File: config.mk
export PLATFORM = sky130hd
export DESIGN_NAME = acq_top
export DESIGN_NICKNAME = d
export VERILOG_FILES = /design/src/logic/acq_pkg.sv /design/src/logic/acq_sample_ram.sv /design/src/logic/acq_buffer_arbiter.sv /design/src/logic/acq_capture.sv /design/src/logic/acq_stream.sv /design/src/logic/acq_wb_regs.sv /design/src/logic/acq_top.sv
export VERILOG_INCLUDE_DIRS = /design/src /design/src/logic
export SDC_FILE = /design/constraint.sdc
export NUM_CORES = 2
export LEC_CHECK = 0
export ABC_CLOCK_PERIOD_IN_PS = 19700
export BUFFER_PORTS_ARGS = -buffer_cell sky130_fd_sc_hd__buf_2
export CORE_ASPECT_RATIO = 2
export CORE_MARGIN = 4
export CORE_UTILIZATION = 55
export DETAILED_ROUTE_END_ITERATION = 8
export HOLD_SLACK_MARGIN = 0.02
export PLACE_DENSITY = 0.71
export SLEW_MARGIN = 10
export SYNTH_ARGS = -nofsm -noshare
export SYNTH_HDL_FRONTEND = slang
export SYNTH_SLANG_ARGS = --single-unit
File: constraint.sdc
create_clock -name clock_i -period 19.7 [get_ports clock_i]
set_input_delay 5.91 -clock clock_i [delete_from_list [all_inputs] [get_ports clock_i]]
set_output_delay 5.91 -clock clock_i [all_outputs]
set_load 0.05 [all_outputs]
File: src/logic/acq_params.svh
`ifndef ACQ_PARAMS_SVH
`define ACQ_PARAMS_SVH

// Antenna sign bits in one sample
`define ACQ_AXNUM 24

// Sample buffer geometry
`define ACQ_ABITS 6
`define ACQ_DEPTH 64

// Words in each stream frame
`define ACQ_FRAME_LEN 16

// Wishbone register map
`define ACQ_REG_COUNT  2'd0
`define ACQ_REG_SYSTEM 2'd3

`endif

File: src/logic/acq_pkg.sv
`include "acq_params.svh"

package acq_pkg;

   // One sign bit per antenna
   typedef logic [`ACQ_AXNUM-1:0] sample_t;

   // Tag stored alongside each sample
   typedef logic [7:0] seq_t;

   // Buffered and streamed word, tag in the top byte
   typedef logic [31:0] word_t;

   // Index into the sample buffer
   typedef logic [`ACQ_ABITS-1:0] addr_t;

   // Stream reader states, also reported in the system register
   typedef enum logic [2:0]
   {
      IDLE,
      FETCH,
      WAIT,
      SEND
   } stream_state_t;

endpackage

File: src/logic/acq_sample_ram.sv
`timescale 1ns/1ps
`include "acq_params.svh"

module acq_sample_ram
   import acq_pkg::*;
(
   input  logic  clock_i,
   input  logic  en_i,
   input  logic  we_i,
   input  addr_t addr_i,
   input  word_t wdata_i,
   output word_t rdata_o
);

   word_t mem [`ACQ_DEPTH];

   // Registered read
   always_ff @(posedge clock_i)
   begin
      if (en_i)
      begin
         if (we_i)
            mem[addr_i] <= wdata_i;
         else
            rdata_o <= mem[addr_i];
      end
   end

endmodule

File: src/logic/acq_buffer_arbiter.sv
`timescale 1ns/1ps

module acq_buffer_arbiter
   import acq_pkg::*;
(
   input  logic  clock_i,
   input  logic  M_AXIS_ARESETN,
   input  logic  wr_req_i,
   input  addr_t wr_addr_i,
   input  word_t wr_data_i,
   input  logic  rd_req_i,
   input  addr_t rd_addr_i,
   output logic  rd_gnt_o,
   output logic  rd_valid_o,
   output word_t rd_data_o,
   output logic  ram_en_o,
   output logic  ram_we_o,
   output addr_t ram_addr_o,
   output word_t ram_wdata_o,
   input  word_t ram_rdata_i
);

   // Capture has priority, the stream takes idle cycles
   assign rd_gnt_o = rd_req_i && !wr_req_i;

   // Single RAM port
   assign ram_en_o    = wr_req_i || rd_req_i;
   assign ram_we_o    = wr_req_i;
   assign ram_addr_o  = wr_req_i ? wr_addr_i : rd_addr_i;
   assign ram_wdata_o = wr_data_i;

   // RAM output is registered, so data lands one cycle after grant
   assign rd_data_o = ram_rdata_i;

   always_ff @(posedge clock_i)
   begin
      if (!M_AXIS_ARESETN)
         rd_valid_o <= 1'b0;
      else
         rd_valid_o <= rd_gnt_o;
   end

   // Granted read owns the port and returns next cycle
   assert property (@(posedge clock_i) disable iff (!M_AXIS_ARESETN)
      rd_gnt_o |-> !ram_we_o ##1 rd_valid_o);

endmodule

File: src/logic/acq_capture.sv
`timescale 1ns/1ps
`include "acq_params.svh"

module acq_capture
   import acq_pkg::*;
(
   input  logic                clock_i,
   input  logic                M_AXIS_ARESETN,
   input  logic                enable_i,
   input  logic                locked_i,
   input  logic                strobe_i,
   input  sample_t             signal_i,
   input  logic [`ACQ_ABITS:0] rd_ptr_i,
   input  logic                oflow_clear_i,
   output logic                wr_req_o,
   output addr_t               wr_addr_o,
   output word_t               wr_data_o,
   output logic [`ACQ_ABITS:0] wr_ptr_o,
   output logic                oflow_o
);

   logic [`ACQ_ABITS:0] wr_ptr;
   logic [`ACQ_ABITS:0] fill;
   seq_t                seq;
   logic                take;
   logic                full;
   logic                oflow;

   // --------------------------------------------------
   // Buffer occupancy
   // --------------------------------------------------

   // Unread words between the two pointers
   assign fill = wr_ptr - rd_ptr_i;

   // Full when the indices meet on different laps
   assign full = (wr_ptr[`ACQ_ABITS] != rd_ptr_i[`ACQ_ABITS]) &&
                 (wr_ptr[`ACQ_ABITS-1:0] == rd_ptr_i[`ACQ_ABITS-1:0]);

   // A strobe only counts while the front end is locked and capture enabled
   assign take = strobe_i && enable_i && locked_i;

   // Write goes to the arbiter and is taken in this same cycle
   assign wr_req_o  = take && !full;
   assign wr_addr_o = wr_ptr[`ACQ_ABITS-1:0];
   assign wr_data_o = {seq, signal_i};
   assign wr_ptr_o  = wr_ptr;
   assign oflow_o   = oflow;

   // --------------------------------------------------
   // Pointer and sequence tag
   // --------------------------------------------------

   always_ff @(posedge clock_i)
   begin
      if (!M_AXIS_ARESETN)
      begin
         wr_ptr <= '0;
         seq    <= '0;
      end
      else if (wr_req_o)
      begin
         // Tag only advances for stored samples
         wr_ptr <= wr_ptr + 1'b1;
         seq    <= seq + 1'b1;
      end
   end

   // Sticky overflow flag
   // A drop in the same cycle wins over a clear
   always_ff @(posedge clock_i)
   begin
      if (!M_AXIS_ARESETN)
         oflow <= 1'b0;
      else if (take && full)
         oflow <= 1'b1;
      else if (oflow_clear_i)
         oflow <= 1'b0;
   end

   // Reader never runs ahead of the writer, so occupancy stays within the buffer
   assert property (@(posedge clock_i) disable iff (!M_AXIS_ARESETN)
      wr_req_o |=> (fill <= 7'(`ACQ_DEPTH)));

endmodule

File: src/logic/acq_stream.sv
`timescale 1ns/1ps
`include "acq_params.svh"

module acq_stream
   import acq_pkg::*;
(
   input  logic                clock_i,
   input  logic                M_AXIS_ARESETN,
   input  logic [`ACQ_ABITS:0] wr_ptr_i,
   input  logic                rd_gnt_i,
   input  logic                rd_valid_i,
   input  word_t               rd_data_i,
   input  logic                tready_i,
   output logic                rd_req_o,
   output addr_t               rd_addr_o,
   output logic [`ACQ_ABITS:0] rd_ptr_o,
   output logic                tvalid_o,
   output word_t               tdata_o,
   output logic                tlast_o,
   output stream_state_t       state_o,
   output logic                frame_done_o
);

   localparam int BEAT_W = $clog2(`ACQ_FRAME_LEN);

   stream_state_t       state;
   logic [`ACQ_ABITS:0] rd_ptr;
   logic [`ACQ_ABITS:0] fill;
   logic [BEAT_W-1:0]   beat;
   logic                last_beat;
   logic                accept;
   word_t               hold;

   // Words written but not yet fetched
   assign fill = wr_ptr_i - rd_ptr;

   assign last_beat = (beat == BEAT_W'(`ACQ_FRAME_LEN - 1));

   // One outstanding read, issued only from FETCH
   assign rd_req_o  = (state == FETCH);
   assign rd_addr_o = rd_ptr[`ACQ_ABITS-1:0];
   assign rd_ptr_o  = rd_ptr;

   // --------------------------------------------------
   // Stream port
   // --------------------------------------------------
   assign tvalid_o     = (state == SEND);
   assign tdata_o      = hold;
   assign tlast_o      = tvalid_o && last_beat;
   assign accept       = tvalid_o && tready_i;
   assign frame_done_o = accept && last_beat;
   assign state_o      = state;

   always_ff @(posedge clock_i)
   begin
      if (!M_AXIS_ARESETN)
      begin
         state  <= IDLE;
         rd_ptr <= '0;
         beat   <= '0;
      end
      else
      begin
         case (state)
            IDLE:
               // Wait for a whole frame in the buffer
               if (fill >= 7'(`ACQ_FRAME_LEN))
                  state <= FETCH;
            FETCH:
               // Read pointer moves on at grant
               if (rd_gnt_i)
               begin
                  rd_ptr <= rd_ptr + 1'b1;
                  state  <= WAIT;
               end
            WAIT:
               if (rd_valid_i)
                  state <= SEND;
            SEND:
               if (accept)
               begin
                  beat  <= last_beat ? '0 : beat + 1'b1;
                  state <= last_beat ? IDLE : FETCH;
               end
            default:
               state <= IDLE;
         endcase
      end
   end

   // Output word, held until the beat is taken
   always_ff @(posedge clock_i)
   begin
      if ((state == WAIT) && rd_valid_i)
         hold <= rd_data_i;
   end

   // Stalled beat keeps both valid and data
   assert property (@(posedge clock_i) disable iff (!M_AXIS_ARESETN)
      (tvalid_o && !tready_i) |=> (tvalid_o && $stable(tdata_o)));

endmodule

File: src/logic/acq_wb_regs.sv
`timescale 1ns/1ps
`include "acq_params.svh"

module acq_wb_regs
   import acq_pkg::*;
(
   input  logic          clock_i,
   input  logic          M_AXIS_ARESETN,
   input  logic          cyc_i,
   input  logic          stb_i,
   input  logic          we_i,
   input  logic [1:0]    adr_i,
   input  logic [7:0]    dat_i,
   output logic          ack_o,
   output logic [7:0]    dat_o,
   input  logic          oflow_i,
   input  stream_state_t state_i,
   input  logic          frame_done_i,
   output logic          enable_o,
   output logic          oflow_clear_o
);

   logic       req;
   logic       store;
   logic       enable;
   logic [7:0] frames;
   logic [7:0] system_reg;
   logic [7:0] rdata;

   // Pipelined mode, every strobed cycle is a transfer
   assign req   = cyc_i && stb_i;
   assign store = req && we_i && (adr_i == `ACQ_REG_SYSTEM);

   // Enable, overflow and stream state
   assign system_reg = {enable, 3'b000, oflow_i, state_i};

   assign oflow_clear_o = store && dat_i[3];
   assign enable_o      = enable;

   // --------------------------------------------------
   // Read decode
   // --------------------------------------------------
   always_comb
   begin
      case (adr_i)
         `ACQ_REG_COUNT:  rdata = frames;
         `ACQ_REG_SYSTEM: rdata = system_reg;
         default:         rdata = 8'h00;
      endcase
   end

   // Ack one cycle after each request
   always_ff @(posedge clock_i)
   begin
      if (!M_AXIS_ARESETN)
         ack_o <= 1'b0;
      else
         ack_o <= req;
   end

   // Read data lines up with the ack
   always_ff @(posedge clock_i)
   begin
      if (req)
         dat_o <= rdata;
   end

   // Control bit and frame counter
   always_ff @(posedge clock_i)
   begin
      if (!M_AXIS_ARESETN)
      begin
         enable <= 1'b0;
         frames <= '0;
      end
      else
      begin
         if (store)
            enable <= dat_i[7];
         // Wraps at 256
         if (frame_done_i)
            frames <= frames + 1'b1;
      end
   end

   assert property (@(posedge clock_i) disable iff (!M_AXIS_ARESETN)
      ack_o |-> $past(req));

endmodule

File: src/logic/acq_top.sv
`timescale 1ns/1ps
`include "acq_params.svh"

module acq_top
   import acq_pkg::*;
(
   input  logic       clock_i,
   input  logic       M_AXIS_ARESETN,
   input  logic       locked_i,
   input  logic       strobe_i,
   input  sample_t    signal_i,
   input  logic       cyc_i,
   input  logic       stb_i,
   input  logic       we_i,
   input  logic [1:0] adr_i,
   input  logic [7:0] dat_i,
   output logic       ack_o,
   output logic [7:0] dat_o,
   output logic       tvalid_o,
   output word_t      tdata_o,
   output logic       tlast_o,
   input  logic       tready_i
);

   // Control and status
   logic                enable;
   logic                oflow_clear;
   logic                oflow;
   stream_state_t       stream_state;
   logic                frame_done;

   // Buffer pointers with wrap bits
   logic [`ACQ_ABITS:0] wr_ptr;
   logic [`ACQ_ABITS:0] rd_ptr;

   // Arbiter requests
   logic                wr_req;
   addr_t               wr_addr;
   word_t               wr_data;
   logic                rd_req;
   addr_t               rd_addr;
   logic                rd_gnt;
   logic                rd_valid;
   word_t               rd_data;

   // RAM port
   logic                ram_en;
   logic                ram_we;
   addr_t               ram_addr;
   word_t               ram_wdata;
   word_t               ram_rdata;

   acq_wb_regs u_regs (
      .clock_i        (clock_i),
      .M_AXIS_ARESETN (M_AXIS_ARESETN),
      .cyc_i          (cyc_i),
      .stb_i          (stb_i),
      .we_i           (we_i),
      .adr_i          (adr_i),
      .dat_i          (dat_i),
      .ack_o          (ack_o),
      .dat_o          (dat_o),
      .oflow_i        (oflow),
      .state_i        (stream_state),
      .frame_done_i   (frame_done),
      .enable_o       (enable),
      .oflow_clear_o  (oflow_clear)
   );

   acq_capture u_capture (
      .clock_i        (clock_i),
      .M_AXIS_ARESETN (M_AXIS_ARESETN),
      .enable_i       (enable),
      .locked_i       (locked_i),
      .strobe_i       (strobe_i),
      .signal_i       (signal_i),
      .rd_ptr_i       (rd_ptr),
      .oflow_clear_i  (oflow_clear),
      .wr_req_o       (wr_req),
      .wr_addr_o      (wr_addr),
      .wr_data_o      (wr_data),
      .wr_ptr_o       (wr_ptr),
      .oflow_o        (oflow)
   );

   acq_stream u_stream (
      .clock_i        (clock_i),
      .M_AXIS_ARESETN (M_AXIS_ARESETN),
      .wr_ptr_i       (wr_ptr),
      .rd_gnt_i       (rd_gnt),
      .rd_valid_i     (rd_valid),
      .rd_data_i      (rd_data),
      .tready_i       (tready_i),
      .rd_req_o       (rd_req),
      .rd_addr_o      (rd_addr),
      .rd_ptr_o       (rd_ptr),
      .tvalid_o       (tvalid_o),
      .tdata_o        (tdata_o),
      .tlast_o        (tlast_o),
      .state_o        (stream_state),
      .frame_done_o   (frame_done)
   );

   acq_buffer_arbiter u_arbiter (
      .clock_i        (clock_i),
      .M_AXIS_ARESETN (M_AXIS_ARESETN),
      .wr_req_i       (wr_req),
      .wr_addr_i      (wr_addr),
      .wr_data_i      (wr_data),
      .rd_req_i       (rd_req),
      .rd_addr_i      (rd_addr),
      .rd_gnt_o       (rd_gnt),
      .rd_valid_o     (rd_valid),
      .rd_data_o      (rd_data),
      .ram_en_o       (ram_en),
      .ram_we_o       (ram_we),
      .ram_addr_o     (ram_addr),
      .ram_wdata_o    (ram_wdata),
      .ram_rdata_i    (ram_rdata)
   );

   acq_sample_ram u_ram (
      .clock_i        (clock_i),
      .en_i           (ram_en),
      .we_i           (ram_we),
      .addr_i         (ram_addr),
      .wdata_i        (ram_wdata),
      .rdata_o        (ram_rdata)
   );

endmodule

* Word level (Yosys, flattened, before mapping)
Memories as Yosys holds them, arrays and structs flattened. A register that Yosys moved wholly into a read port is not among the register bits. Index checks and enable logic that the tools add are counted.
Word-level totals: bits in registers 81, input port bits 42, word-level logic and storage cells 70, output and inout bits 43, memories 1, latch bits 0, memory bits (read-only) 0, RAM bits 2048
Memory list:
- u_ram.mem | words 64, bits a word 32, read ports 1, clocked after Yosys merged registers in 1, write ports 1, line acq_sample_ram.sv:15 | word_t mem [`ACQ_DEPTH];
Cells by class: equal/unequal tests 11, mux-type cells 14, magnitude comparators 1, bitwise operators 1, divide/modulo/power cells 0, reduce and logical (&&, ||, !) cells 24, $add $sub $neg 6, multiply operators 0, shifts and indexed selects 0
Operators with widths (count):
- $add 8x1->8 const B | 2
- $pmux 8 s2 | 1
- $add 7x1->7 const B | 2
- $logic_and 1x1->1 | 14
- $mux 3 | 4
- $pmux 3 s4 | 1
- $ge 7x5->1 const B | 1
- $sub 7x7->7 | 1
- $eq 3x2->1 const B | 2
- $eq 6x6->1 | 1
- $mux 1 | 6
- $mux 6 | 1
- $reduce_and 2->1 | 3
- $add 4x1->4 const B | 1
- $eq 4x4->1 const B | 1
- $mux 4 | 1
- $ne 2x1->1 const B | 2
- $ne 2x2->1 const B | 2
- $reduce_and 4->1 | 1
- $eq 3x1->1 const B | 1
- $logic_not 3->1 | 1
- $eq 2x2->1 const B | 1
- $logic_not 1->1 | 2
- $logic_not 2->1 | 1
- 4 further kinds | 4

* Logic depth before layout (Yosys ltp)
word-level depth 8, mapped depth 15, mapped depth without buffers 11

* Cells and area by module
From an unflattened synthesis, not the netlist that was laid out.
Unflattened totals: cells, all modules 4864, area total of the unflattened synthesis 83002.1 µm²
By module, submodules not included:
- acq_sample_ram | area each 78496.5 µm², instances 1, cells an instance 4436, sequential area each 62459.9 µm²
- acq_stream | area each 1881.8 µm², instances 1, cells an instance 140, sequential area each 1221.2 µm²
- acq_capture | area each 1202.4 µm², instances 1, cells an instance 141, sequential area each 320.3 µm²
- acq_wb_regs | area each 787.0 µm², instances 1, cells an instance 71, sequential area each 440.4 µm²
- acq_buffer_arbiter | area each 634.4 µm², instances 1, cells an instance 76, sequential area each 20.0 µm²

* Worst setup path after synthesis
OpenSTA, ideal clock, no wires.
path kind input to register, start input port locked_i, end memory u_ram.mem[52][0] in the netlist's numbering (enable), setup time 0.468 ns, path buffers 4, stages 9, data required time 19.232 ns, slack 9.063 ns, data arrival time 10.169 ns, path through and3_1 clkbuf_1 nand2_1 or4b_2 clkbuf_1 o21ai_2 buf_2 clkbuf_1 nor3b_1
On the way: longest elaborated chain between the ends 5, elaborated cells on any way between the ends 7, classes of those cells mux (4); reduce/logical (3)
Ends and longest elaborated chain:
- from (decl) | line acq_top.sv:9 | input logic locked_i,
- $logic_and 1x1->1 * | line acq_capture.sv:41 | assign take = strobe_i && enable_i && locked_i;
- $logic_and 1x1->1 * | line acq_capture.sv:44 | assign wr_req_o = take && !full;
- $mux 1 / $logic_or 1x1->1 (equally long branches) | line acq_sample_ram.sv:22, acq_buffer_arbiter.sv:27
- $mux 1 | line acq_sample_ram.sv:20 | if (en_i)
- $mux 1 (implied by the code) | line acq_sample_ram.sv:23 | mem[addr_i] <= wdata_i;
- to (decl) | line acq_sample_ram.sv:15
Every way passes the cells marked *; elsewhere a longest branch is shown, timed or not.

* Worst setup path in the final report
start input port locked_i, end register u_ram.rdata_o[19] (read register of u_ram.mem) (data pin)
On the way: longest elaborated chain between the ends 4, elaborated cells on any way between the ends 6, classes of those cells mux (1); bitwise (1); reduce/logical (4)
Ends and longest elaborated chain:
- $logic_and 1x1->1 * | line acq_capture.sv:41
- $logic_and 1x1->1 * | line acq_capture.sv:44
- $logic_or 1x1->1 / $not 1->1 (equally long branches)
- $reduce_and 2->1 (no source line)
- to (decl) | line acq_sample_ram.sv:12 | output word_t rdata_o
Marks and branches as above. A chain may end at the register's enable or synchronous reset.

==> reports/results.md <==
## Outcome
- **status** complete, no violations

## Clock network
- **root buf cell** sky130_fd_sc_hd__clkbuf_16
- **depth of the CTS H-tree** 4
- **number of hold buffers added after CTS** 0
- **clock tree from TritonCTS** built
- **clock input transition at the sequential cells of the worst setup and hold paths** 70 ps
- **cells resized by post-CTS repair** 0
- **worst-case clock buffer depth** 4
- **clock latency at the later pin of the worst-skew pair** 820 ps
- **number of buffers inserted during clock tree synthesis** 173
- **# clock sinks** 2,160
- **number of buffers added for setup after CTS** 0

## Synth
- **XOR/XNOR Fraction of Synth Area** 0.00320
- **synthesized area divided by synthesized cell count** 19.0 um^2
- **most common library cells after synthesis** sky130_fd_sc_hd__edfxtp_1 (2,120), sky130_fd_sc_hd__a22oi_1 (517), sky130_fd_sc_hd__a222oi_1 (256)
- **Synth Area in Simple Gates** 0.0212
- **Post-synth top flop** sky130_fd_sc_hd__edfxtp_1
- **post-synthesis cell count** 4,152
- **Post-Synthesis Net Count** 4,212
- **sequential fraction of the synthesis area** 0.816
- **combinational family with the most area after synthesis** compound AO/OA/AOI/OAI gates
- **adder and majority cell fraction of the synthesized area** 0.00295
- **Post-synth EDFFs** 2,120
- **dominant cell by count in the synthesized netlist** sky130_fd_sc_hd__edfxtp_1
- **number of warning messages in the yosys log** 0
- **top post-synthesis cells by area** sky130_fd_sc_hd__edfxtp_1 (81%), sky130_fd_sc_hd__a22oi_1 (4.9%), sky130_fd_sc_hd__mux2_2 (3.6%), sky130_fd_sc_hd__a222oi_1 (3.2%), sky130_fd_sc_hd__a31oi_1 (1.6%)
- **multiplexer fraction of the synthesized cell area** 0.0371
- **share of Yosys cell area claimed by the top area cell type** 0.806
- **cell taking the most area after synthesis** sky130_fd_sc_hd__edfxtp_1
- **asr flop ratio synth** 0
- **netlist area before placement** 79,000 um^2
- **distinct cell type count of the synthesized netlist** 53
- **flip-flop and latch count after synthesis** 2,160
- **area fraction in compound gates after synthesis** 0.104

## Setup path
- **worst-path maximum fanout** 46
- **category of the worst setup path launch point** input port
- **critical path required time** 20,170 ps
- **endpoint arrival time on the critical path** 11,040 ps
- **sequence of cells on the critical path** buf_2 -> and3_1 -> nand2_1 -> or3_1 -> nand2_4 -> buf_4 -> buf_4 -> buf_4 -> a222oi_1 -> a31oi_1 -> nor4_1 -> nand3_1
- **start-to-end type of the worst setup path** in2reg
- **critical path endpoint category** flip-flop
- **Critical Path Most Common Cell** sky130_fd_sc_hd__buf_4
- **Slowest Stage Delay on Critical Path** 910 ps
- **Max stage delay cell, worst path** sky130_fd_sc_hd__nor4_1

## STA
- **maximum operating frequency** 0.0946 GHz
- **Setup Total Neg Slack** 0 ps
- **max-slew violation count** 0
- **transition time at the pin with the least slew margin** 1260 ps
- **final clock skew** 49.5 ps
- **post-route minimum period** 10,570 ps
- **final period utilization** 0.536
- **worst hold slack across all endpoints** 423 ps
- **count of endpoints failing setup in the final report** 0
- **normalized max-slew margin** 0.153
- **final hold viol count** 0
- **unrepaired setup endpoints after global routing** no

## Pwr
- **Max VDD drop** 0.103 mV
- **part of the total power dissipated in the clock network** 0.354
- **power per unit of standard cell area** 111 nW/um^2
- **overall power of the completed layout** 9.74 mW
- **share of total power in sequential cells** 0.523
- **internal power** 7.40 mW
- **P_leak** 26.8 nW
- **switching power summed over all nets** 2.34 mW
- **Switching Share** 0.240
- **part of the power in combinational logic** 0.123

## Drt
- **final WL** 213,000 um
- **mean routed wirelength per cell** 34.0 um
- **detailed-route vias per instance** 6.95
- **DRC** 0
- **via count** 43.6k
- **1st-iter DRT viols** 6,457
- **number of routed nets with antenna violations** 0
- **iteration count of the initial detailed-routing pass** 8

## Finish
- **Layout area overhead** 11.1%
- **layout cells sized above 1** 0.179
- **number of standard cells in the final layout excluding fillers** 6,265
- **# nets final** 4,315
- **number of inserted filler cells in the final layout** 9,765

## GRT
- **all-layer global routing usage** 0.280
- **largest net degree at the start of global routing** 119
- **first-pass GRT wire length** 300,000 um
- **antenna violations before repair** 5
- **vias in the first global route** 43.4k
- **Remaining Overflow, GRT** 0

## Placed design
- **cell count after placement** 5,961
- **count of buffers inserted at the top-level ports** 78
- **estimated wirelength of the detail-placed design** 111,000 um
- **weighted congestion reported at the end of routability-driven placement** 0.841

## Run
- **number of maximum-capacitance constraint violations** 0

## Floorplan
- **effective utilization at floorplan** 0.553
- **Top-Level Pins** 85
- **area of the die** 150,000 um^2
- **die height** 544 um
- **FP Rows** 196
- **Placeable Area** 143,000 um^2
- **Die W** 276 um

## Min path
- **type of the tightest min-delay check** reg2reg

[power by group through the flow]
stage / sequential (mW) / clock (mW) / combinational, mW
2_1_floorplan: 5.19 / 0 / 0.733
3_3_place_gp: 5.19 / 0 / 1.17
3_5_place_dp: 5.20 / 0 / 1.18
4_1_cts: 5.09 / 3.48 / 1.19
5_1_grt: 5.09 / 3.66 / 1.25
6_report: 5.09 / 3.45 / 1.20
[worst max-delay path: cells and delay by family]
family	cells	cell delay (ps)
AND/OR/NAND/NOR	6	2980
buffers and inverters	4	1490
AO/OA/AOI/OAI	2	600
[per-layer routing]
layer | up-vias | GRT usage | wire length [um]
met5 | - | 0 | 0
li1 | 17783 | - | -
met2 | 2925 | 0.490 | 109000
met4 | 0 | 0.152 | 13400
met3 | 633 | 0.0351 | 19800
met1 | 22216 | 0.337 | 70300
[cells by family (layout without fill, tap and decap cells)]
family / count (synthesis) / count (layout)
AOI/OAI and AO/OA: 1068 / 1068
xor gates and xnor gates: 28 / 28
adders and majority gates: 18 / 18
buffers and inverters: 289 / 519
DFF: 2160 / 2160
muxes: 261 / 261
other: 0 / 2
and+or+nand+nor: 328 / 328
[cell usage in the layout (no fill, tap or decap), drive strengths merged, types with 6 or more instances in the layout]
cell / count
nand3: 105
ha: 17
xnor2: 22
nor2: 72
nor4: 32
nand4: 7
clkinv: 63
a31oi: 199
a21oi: 65
a222oi: 256
and3: 6
mux2: 256
and2: 31
or3: 6
o21ai: 11
inv: 17
bufinv: 19
xor2: 6
nand2: 33
a21boi: 6
a22oi: 517
buf: 202
edfxtp: 2120
dfxtp: 40
clkbuf: 213
nor2b: 14
[stage by stage]
| stage | setup slack, ps | util | instance area [um^2] |
|---|---|---|---|
| 6_report | 9130 | 0.615 | 87800 |
| 5_1_grt | 9120 | 0.615 | 87800 |
| 4_1_cts | 9350 | 0.615 | 87800 |
| 3_5_place_dp | 8510 | 0.576 | 82200 |
| 3_3_place_gp | 8520 | 0.576 | 82200 |
| 2_1_floorplan | 9060 | - | 79000 |
[sequential cells by signal (all words and copies together) (netlist names), 2 cells and up]
signal              flops
u_regs.dat_o            8
u_capture.seq           8
u_regs.frames           8
u_stream.rd_ptr_o       7
u_ram.mem            2048
u_stream.beat           4
u_ram.rdata_o          32
u_stream.tdata_o       32
u_capture.wr_ptr_o      7
u_stream.state_o        2
[cell type report]
class	instances	area [um^2]	area share
tap	1881	2350	0.0268
clock buffer	213	4610	0.0525
sequential	2160	64500	0.735
antenna	2	5.00	0.0000570
clock inverter	89	905	0.0103
timing repair buffer	202	1440	0.0164
multi-input combinational	1703	13900	0.159
inverter	15	56.3	0.000642
[path summary, 6_finish.rpt]
path / from / end / slack (ps) / depth (start not counted)
max: locked_i / u_ram.rdata_o[19] / 9130 / 12
min: u_ram.rdata_o[18] / u_stream.tdata_o[18] / 420 / 0
max reg2reg: u_stream.rd_ptr_o[2] / u_ram.rdata_o[19] / 12450 / 13
min reg2reg: u_ram.rdata_o[18] / u_stream.tdata_o[18] / 420 / 0
(Power assumes the default switching activity.)
